### src/rtl/wb_pkg.sv
`default_nettype none

package wb_pkg;

    localparam int DATA_W = 32;
    localparam int ADDR_W = 5;
    localparam int ID_W   = 3;

    // one finished result on its way to the register file
    typedef struct packed {
        logic              valid;
        logic              we;
        logic [ADDR_W-1:0] waddr;
        logic [DATA_W-1:0] wdata;
        logic [ID_W-1:0]   commit_id;
    } wb_req_t;

    // retirement report
    typedef struct packed {
        logic            valid;
        logic [ID_W-1:0] commit_id;
    } wb_commit_t;

endpackage

`default_nettype wire

### src/rtl/exu_pkg.sv
`default_nettype none

package exu_pkg;

    // stallable execution units, highest priority first
    typedef enum logic [1:0] {
        UNIT_MUL = 2'd0,
        UNIT_DIV = 2'd1,
        UNIT_CSR = 2'd2,
        UNIT_ALU = 2'd3
    } exu_unit_e;

    // one holding slot per stallable unit
    localparam int NUM_SLOTS = int'(UNIT_ALU) + 1;

endpackage

`default_nettype wire
### src/rtl/wb_top.sv
`timescale 1ns/10ps
`default_nettype none

module wb_top (
    input  wire                            clk,
    input  wire                            rst_n,
    input  wire wb_pkg::wb_req_t           lsu_req_i,
    input  wire wb_pkg::wb_req_t           unit_req_i [exu_pkg::NUM_SLOTS],
    output wire [exu_pkg::NUM_SLOTS-1:0]   unit_ready_o,
    output wb_pkg::wb_commit_t             commit_o,
    input  wire [wb_pkg::ADDR_W-1:0]       rd_addr_i,
    output wire [wb_pkg::DATA_W-1:0]       rd_data_o
);

    wire wb_pkg::wb_req_t          filt_req [exu_pkg::NUM_SLOTS];
    wire wb_pkg::wb_req_t          lsu_filt;
    wire wb_pkg::wb_req_t          cand_req [exu_pkg::NUM_SLOTS];
    wire [exu_pkg::NUM_SLOTS-1:0]  cand_buffered;
    wire [exu_pkg::NUM_SLOTS-1:0]  grant;
    wire                           wr_en;
    wire [wb_pkg::ADDR_W-1:0]      wr_addr;
    wire [wb_pkg::DATA_W-1:0]      wr_data;

    // a buffered slot is a full slot
    wb_req_filter i_filter (
        .clk         (clk),
        .rst_n       (rst_n),
        .unit_req_i  (unit_req_i),
        .lsu_req_i   (lsu_req_i),
        .slot_full_i (cand_buffered),
        .filt_req_o  (filt_req),
        .lsu_filt_o  (lsu_filt)
    );

    for (genvar i = 0; i < exu_pkg::NUM_SLOTS; i++) begin : g_slot
        wb_slot i_slot (
            .clk        (clk),
            .rst_n      (rst_n),
            .req_i      (filt_req[i]),
            .grant_i    (grant[i]),
            .cand_o     (cand_req[i]),
            .buffered_o (cand_buffered[i]),
            .ready_o    (unit_ready_o[i])
        );
    end

    wb_arbiter i_arbiter (
        .lsu_i      (lsu_filt),
        .cand_i     (cand_req),
        .buffered_i (cand_buffered),
        .grant_o    (grant),
        .wr_en_o    (wr_en),
        .wr_addr_o  (wr_addr),
        .wr_data_o  (wr_data),
        .commit_o   (commit_o)
    );

    wb_regfile i_regfile (
        .clk       (clk),
        .rst_n     (rst_n),
        .wr_en_i   (wr_en),
        .wr_addr_i (wr_addr),
        .wr_data_i (wr_data),
        .rd_addr_i (rd_addr_i),
        .rd_data_o (rd_data_o)
    );

endmodule

`default_nettype wire

### src/rtl/wb_regfile.sv
`timescale 1ns/10ps
`default_nettype none

module wb_regfile (
    input  wire                        clk,
    input  wire                        rst_n,
    input  wire                        wr_en_i,
    input  wire [wb_pkg::ADDR_W-1:0]   wr_addr_i,
    input  wire [wb_pkg::DATA_W-1:0]   wr_data_i,
    input  wire [wb_pkg::ADDR_W-1:0]   rd_addr_i,
    output logic [wb_pkg::DATA_W-1:0]  rd_data_o
);

    localparam int NUM_REGS = 2 ** wb_pkg::ADDR_W;

    logic [wb_pkg::DATA_W-1:0] regs_q [NUM_REGS];

    always_ff @(posedge clk or negedge rst_n) begin
        if (!rst_n) begin
            for (int i = 0; i < NUM_REGS; i++) begin
                regs_q[i] <= '0;
            end
        end else if (wr_en_i && (wr_addr_i != '0)) begin
            regs_q[wr_addr_i] <= wr_data_i;
        end
    end

    // x0 always reads zero
    assign rd_data_o = (rd_addr_i == '0) ? '0 : regs_q[rd_addr_i];

    // the request filter strips x0 writes upstream
    a_no_x0_write: assert property (@(posedge clk) disable iff (!rst_n)
        wr_en_i |-> (wr_addr_i != '0))
        else $error("wb_regfile: write enable with address x0");

endmodule

`default_nettype wire

### src/rtl/wb_arbiter.sv
`timescale 1ns/10ps
`default_nettype none

module wb_arbiter (
    input  wire wb_pkg::wb_req_t           lsu_i,
    input  wire wb_pkg::wb_req_t           cand_i [exu_pkg::NUM_SLOTS],
    input  wire [exu_pkg::NUM_SLOTS-1:0]   buffered_i,
    output logic [exu_pkg::NUM_SLOTS-1:0]  grant_o,
    output logic                           wr_en_o,
    output logic [wb_pkg::ADDR_W-1:0]      wr_addr_o,
    output logic [wb_pkg::DATA_W-1:0]      wr_data_o,
    output wb_pkg::wb_commit_t             commit_o
);

    localparam int REQ_W = $bits(wb_pkg::wb_req_t);

    logic            found;
    wb_pkg::wb_req_t sel_req;

    // lsu first, then held results, then fresh ones, each group in unit order
    always_comb begin
        grant_o = '0;
        found   = lsu_i.valid;
        for (int i = 0; i < exu_pkg::NUM_SLOTS; i++) begin
            if (!found && buffered_i[i] && cand_i[i].valid) begin
                grant_o[i] = 1'b1;
                found      = 1'b1;
            end
        end
        // fresh results only get through when nothing is waiting
        for (int i = 0; i < exu_pkg::NUM_SLOTS; i++) begin
            if (!found && !buffered_i[i] && cand_i[i].valid) begin
                grant_o[i] = 1'b1;
                found      = 1'b1;
            end
        end
    end

    // and-or select of the winner
    always_comb begin
        sel_req = {REQ_W{lsu_i.valid}} & lsu_i;
        for (int i = 0; i < exu_pkg::NUM_SLOTS; i++) begin
            sel_req = sel_req | ({REQ_W{grant_o[i]}} & cand_i[i]);
        end
    end

    assign wr_en_o            = sel_req.valid & sel_req.we;
    assign wr_addr_o          = sel_req.waddr;
    assign wr_data_o          = sel_req.wdata;
    assign commit_o.valid     = sel_req.valid;
    assign commit_o.commit_id = sel_req.commit_id;

    // at most one slot drains per cycle
    always_comb begin
        a_grant_onehot: assert ($onehot0(grant_o))
            else $error("wb_arbiter: grant not one-hot: %b", grant_o);
    end

endmodule

`default_nettype wire

### src/rtl/wb_slot.sv
`timescale 1ns/10ps
`default_nettype none

module wb_slot (
    input  wire                  clk,
    input  wire                  rst_n,
    input  wire wb_pkg::wb_req_t req_i,
    input  wire                  grant_i,
    output wb_pkg::wb_req_t      cand_o,
    output logic                 buffered_o,
    output logic                 ready_o
);

    logic            full_q;
    wb_pkg::wb_req_t hold_q;
    logic            capture;

    // a fresh result that lost arbitration this cycle
    assign capture = !full_q && req_i.valid && !grant_i;

    // held entry goes ahead of anything new
    assign cand_o     = full_q ? hold_q : req_i;
    assign buffered_o = full_q;
    assign ready_o    = !full_q;

    always_ff @(posedge clk or negedge rst_n) begin
        if (!rst_n) begin
            full_q <= 1'b0;
        end else if (full_q) begin
            // drained once the arbiter picks it
            if (grant_i) begin
                full_q <= 1'b0;
            end
        end else if (capture) begin
            full_q <= 1'b1;
        end
    end

    // losing result parked until its turn
    always_ff @(posedge clk) begin
        if (capture) begin
            hold_q <= req_i;
        end
    end

    // the arbiter may only grant a slot that presents a valid candidate
    a_grant_has_cand: assert property (@(posedge clk) disable iff (!rst_n)
        grant_i |-> cand_o.valid)
        else $error("wb_slot: grant without a valid candidate");

endmodule

`default_nettype wire

### src/rtl/wb_req_filter.sv
`timescale 1ns/10ps
`default_nettype none

module wb_req_filter (
    input  wire                             clk,
    input  wire                             rst_n,
    input  wire wb_pkg::wb_req_t            unit_req_i [exu_pkg::NUM_SLOTS],
    input  wire wb_pkg::wb_req_t            lsu_req_i,
    input  wire [exu_pkg::NUM_SLOTS-1:0]    slot_full_i,
    output wb_pkg::wb_req_t                 filt_req_o [exu_pkg::NUM_SLOTS],
    output wb_pkg::wb_req_t                 lsu_filt_o
);

    // a write to x0 keeps its commit but loses the register write
    function automatic wb_pkg::wb_req_t filter_req(input wb_pkg::wb_req_t req,
                                                   input logic accept);
        wb_pkg::wb_req_t res;
        res       = req;
        res.valid = req.valid & accept;
        res.we    = res.valid & req.we & (req.waddr != '0);
        return res;
    endfunction

    // load/store has no back-pressure
    assign lsu_filt_o = filter_req(lsu_req_i, 1'b1);

    for (genvar i = 0; i < exu_pkg::NUM_SLOTS; i++) begin : g_unit
        // a full slot cannot take another result
        assign filt_req_o[i] = filter_req(unit_req_i[i], !slot_full_i[i]);

        // units must respect ready, otherwise a result would be dropped here
        a_no_req_when_full: assert property (@(posedge clk) disable iff (!rst_n)
            unit_req_i[i].valid |-> !slot_full_i[i])
            else $error("wb_req_filter: unit %0d valid while its slot is full", i);
    end

endmodule

`default_nettype wire

### config.mk
export PLATFORM = sky130hd
export DESIGN_NAME = wb_top
export DESIGN_NICKNAME = d
export VERILOG_FILES = /design/src/rtl/wb_pkg.sv /design/src/rtl/exu_pkg.sv /design/src/rtl/wb_top.sv /design/src/rtl/wb_regfile.sv /design/src/rtl/wb_arbiter.sv /design/src/rtl/wb_slot.sv /design/src/rtl/wb_req_filter.sv
export SDC_FILE = /design/constraint.sdc
export NUM_CORES = 2
export LEC_CHECK = 0
export BUFFER_PORTS_ARGS = -buffer_cell sky130_fd_sc_hd__buf_2
export CORE_ASPECT_RATIO = 0.75
export CORE_UTILIZATION = 45
export CTS_CLUSTER_DIAMETER = 150
export DETAILED_ROUTE_END_ITERATION = 8
export PLACE_DENSITY_LB_ADDON = 0.15
export REMOVE_ABC_BUFFERS = 1
export SLEW_MARGIN = 20
export SYNTH_ARGS = -nofsm -noshare
export SYNTH_HDL_FRONTEND = slang
export SYNTH_HIERARCHICAL = 1
export SYNTH_SLANG_ARGS = --single-unit
### constraint.sdc
create_clock -name clk -period 9 [get_ports clk]
set_input_delay 1.8 -clock clk [delete_from_list [all_inputs] [get_ports clk]]
set_output_delay 1.8 -clock clk [all_outputs]
set_load 0.01 [all_outputs]
==> out/metrics.csv <==
metric,value,unit
p_leak,28.5,nW
num_vias,31810,
ir_drop,0.166,mV
die_h,311,um
max_freq,145,MHz
insertion_delay,0.73,ns
initial_core_util,45.7,%
arrival,5.11,ns
drc,0,
cts-htree-levels,3,
power-per-cell-area,284,nW/um2
synth_ff_type,dfrtp_1,
ys_types,51,
worstPathRequired,7.20,ns
rrSetupSlack,2.99,ns
io_buffers,256,
synth_area,57200,um2
io_pins,257,
track_usage,24.4,%
row_count,112,
cts_setup_buffers,0,
maxCapViolations,0,
async_reset_ff_share,86.0,%
syn2layout_area_growth,8.63,%
dr.first_iter.drc_count,2346,
clk_path_buf_depth,3,
critPathSlowestCell,a311oi_1,
layout.cells.non_filler,5369,
vias_per_cell,5.92,
path_class,in -> out,
setup_viol,0,
final_cell_mix,"mux2_2, dfrtp_1, buf_2, mux4_2, edfxtp_1",
hold_class,reg -> reg,
fin_ws,2.09,ns
synth_edf_count,168,
yosysWarnings,6,
gp_congestion,0.862,
cts_tree,built,
worst_setup_path_start_kind,input port,
grt_setup_unrepaired,false,
dp_hpwl,94.4,mm
grt-ovfl-total,0,
tns,0,ns
crit_top_cell,buf_4,
reg2reg_to,i_regfile/regs_q[125]$_DFFE_PN0P_,
grt_pass1_wl,233,mm
yosysSeqAreaShare,53.8,%
placed_cells,5148,
ys_ff_latch,1196,
endpoint_kind,output port,
reg2reg_depth,11,
endpoint,rd_data_o[16],
period_minus_slack,6.91,ns
finalCritPeriodShare,76.7,%
post_cts_resized,0,
grt_antenna_before_repair,7,
combPwrFrac,27.9,%
tightestPinTransition,1.10,ns
cp_max_fo,32,
nets,3832,
p_sw_share,30.2,%
postSynthCellCount,3709,
timing.hold.ws,0.372,ns
timing.slew.headroom,26.5,%
coreArea,125000,um2
wl_per_cell,28.9,um
drive_gt1_share,54.5,%
antenna_left,0,
cts_root_buf,clkbuf_16,
chipWidth,414,um
place_ws,2.04,ns
pwr-share-clk,28.3,%
layout_commonest_cell,mux2_2,
critical_path.max_stage_delay,0.83,ns
switchingPower,0.00533,W
grt_max_degree,156,
numCtsBuffers,118,
drv_slew,0,
wl,155,mm
cp-startpoint,rd_addr_i[0],
timing_hold_violations_final,0,
fill_cells,10730,
r2r-start,g_slot[2].i_slot/buffered_o$_DFF_PN0_,
clkSinkCount,1196,
power.internal,0.0123,W
seqPwrFrac,43.8,%
grt_pass1_vias,33195,
fin_worst_skew,0.0262,ns
syn_avg_cell_area,15.4,um2
drt_pass1_iterations,7,
die_area,129000,um2
clk_pin_slew,0.06,ns
outcome,finished clean,
cp_cell_sequence,buf_6 -> buf_4 -> nor2_4 -> buf_4 -> a221oi_1 -> o21ai_0 -> a311oi_1 -> buf_2,
cts_hold_buf,0,
area by class of cell:
class                   instances  area, um2  share of cell area (%)
flip-flops and latches       1196      30800                    49.5
multi-input cells            1930      23200                    37.3
clock buffers                 178       3460                    5.56
repair buffers                362       2210                    3.56
well taps                    1653       2070                    3.33
clock inverters                36        394                   0.634
inverters                       7       27.5                  0.0443
diodes                          7       17.5                  0.0282
worst min-delay path by stage:
| stage | start | to | slack, ns | depth (start not counted) |
|---|---|---|---|---|
| finish | i_regfile/regs_q[1001]$_DFFE_PN0P_ | i_regfile/regs_q[1001]$_DFFE_PN0P_ | 0.37 | 0 |
| global route | i_regfile/regs_q[1001]$_DFFE_PN0P_ | i_regfile/regs_q[1001]$_DFFE_PN0P_ | 0.38 | 0 |
| CTS | i_regfile/regs_q[996]$_DFFE_PN0P_ | i_regfile/regs_q[996]$_DFFE_PN0P_ | 0.38 | 0 |
| detailed placement | i_regfile/regs_q[1001]$_DFFE_PN0P_ | i_regfile/regs_q[1001]$_DFFE_PN0P_ | 0.36 | 0 |
| global placement | i_regfile/regs_q[1003]$_DFFE_PN0P_ | i_regfile/regs_q[1003]$_DFFE_PN0P_ | 0.36 | 0 |
| floorplan | i_regfile/regs_q[1000]$_DFFE_PN0P_ | i_regfile/regs_q[1000]$_DFFE_PN0P_ | 0.35 | 0 |
through the flow:
stage / utilization [%] / total power (W) / instance area, um2
2_1_floorplan: - / 0.0110 / 53800
3_3_place_gp: 46.5 / 0.0127 / 58300
3_5_place_dp: 46.5 / 0.0128 / 58300
4_1_cts: 49.6 / 0.0178 / 62100
5_1_grt: 49.6 / 0.0185 / 62200
6_report: 49.6 / 0.0177 / 62200
per-layer routing:
metal | part of all wire, % | global-route usage, % | vias up
met5 | 0.017 | 0 | -
met1 | 48 | 37.1 | 17449
met4 | 2.0 | 5.38 | 4
met2 | 46 | 36.6 | 691
li1 | - | - | 13482
met3 | 4.4 | 3.91 | 184
cells by family after synthesis:
family          count (synthesis)  synth area share, %
mux                          1480                 34.4
buf+inv                       583                 6.08
simple gates                  167                 1.69
flops                        1196                 53.8
compound gates                283                 4.11
power groups by stage:
stage	registers [W]	logic (W)	clock network (W)
after floorplan	0.00763	0.00341	0
after global placement	0.00779	0.00488	0
after detailed placement	0.00782	0.00494	0
after CTS	0.00773	0.00496	0.00511
after global routing	0.00792	0.00528	0.00533
final	0.00774	0.00493	0.00500
cell usage after synthesis (2+ instances only):
master	number	share of area, %
inv_1	7	0.046
and2_2	9	0.12
buf_12	12	0.42
a311oi_1	32	0.49
nand2_1	30	0.20
buf_1	32	0.21
nor3_1	4	0.035
mux2_2	1029	20
mux2i_1	64	1.1
o2111ai_1	8	0.12
a221o_1	73	1.3
buf_4	224	2.9
nand2b_1	6	0.066
edfxtp_1	168	8.8
a221oi_1	24	0.37
buf_6	11	0.22
o21ba_2	4	0.070
buf_2	102	0.89
or3_1	4	0.044
o21ai_0	56	0.49
mux2_1	15	0.30
nor3b_1	6	0.079
or4_1	5	0.066
clkbuf_1	189	1.2
a211oi_1	33	0.43
clkbuf_2	2	0.017
and2_1	34	0.37
nor2_1	16	0.10
nand4b_1	3	0.046
dfrtp_1	1028	45
a22oi_1	32	0.42
a221o_2	9	0.18
and3_1	2	0.022
o211a_1	6	0.10
mux2_4	148	3.9
buf_8	4	0.10
nor2b_1	41	0.45
mux4_2	224	8.8
critical path, delay by kind of cell:
family,cells,cell delay [ns]
compound gates,3,1.29
buf+inv,4,1.66
simple gates,1,0.25
registers in the layout, indices dropped and copies added, names as in the netlist:
| signal | cells |
|---|---|
| i_regfile/regs_q | 1024 |
| g_slot.i_slot/hold_q | 168 |
| g_slot.i_slot/buffered_o | 4 |
Note: power is estimated with default switching activity, not from simulation.
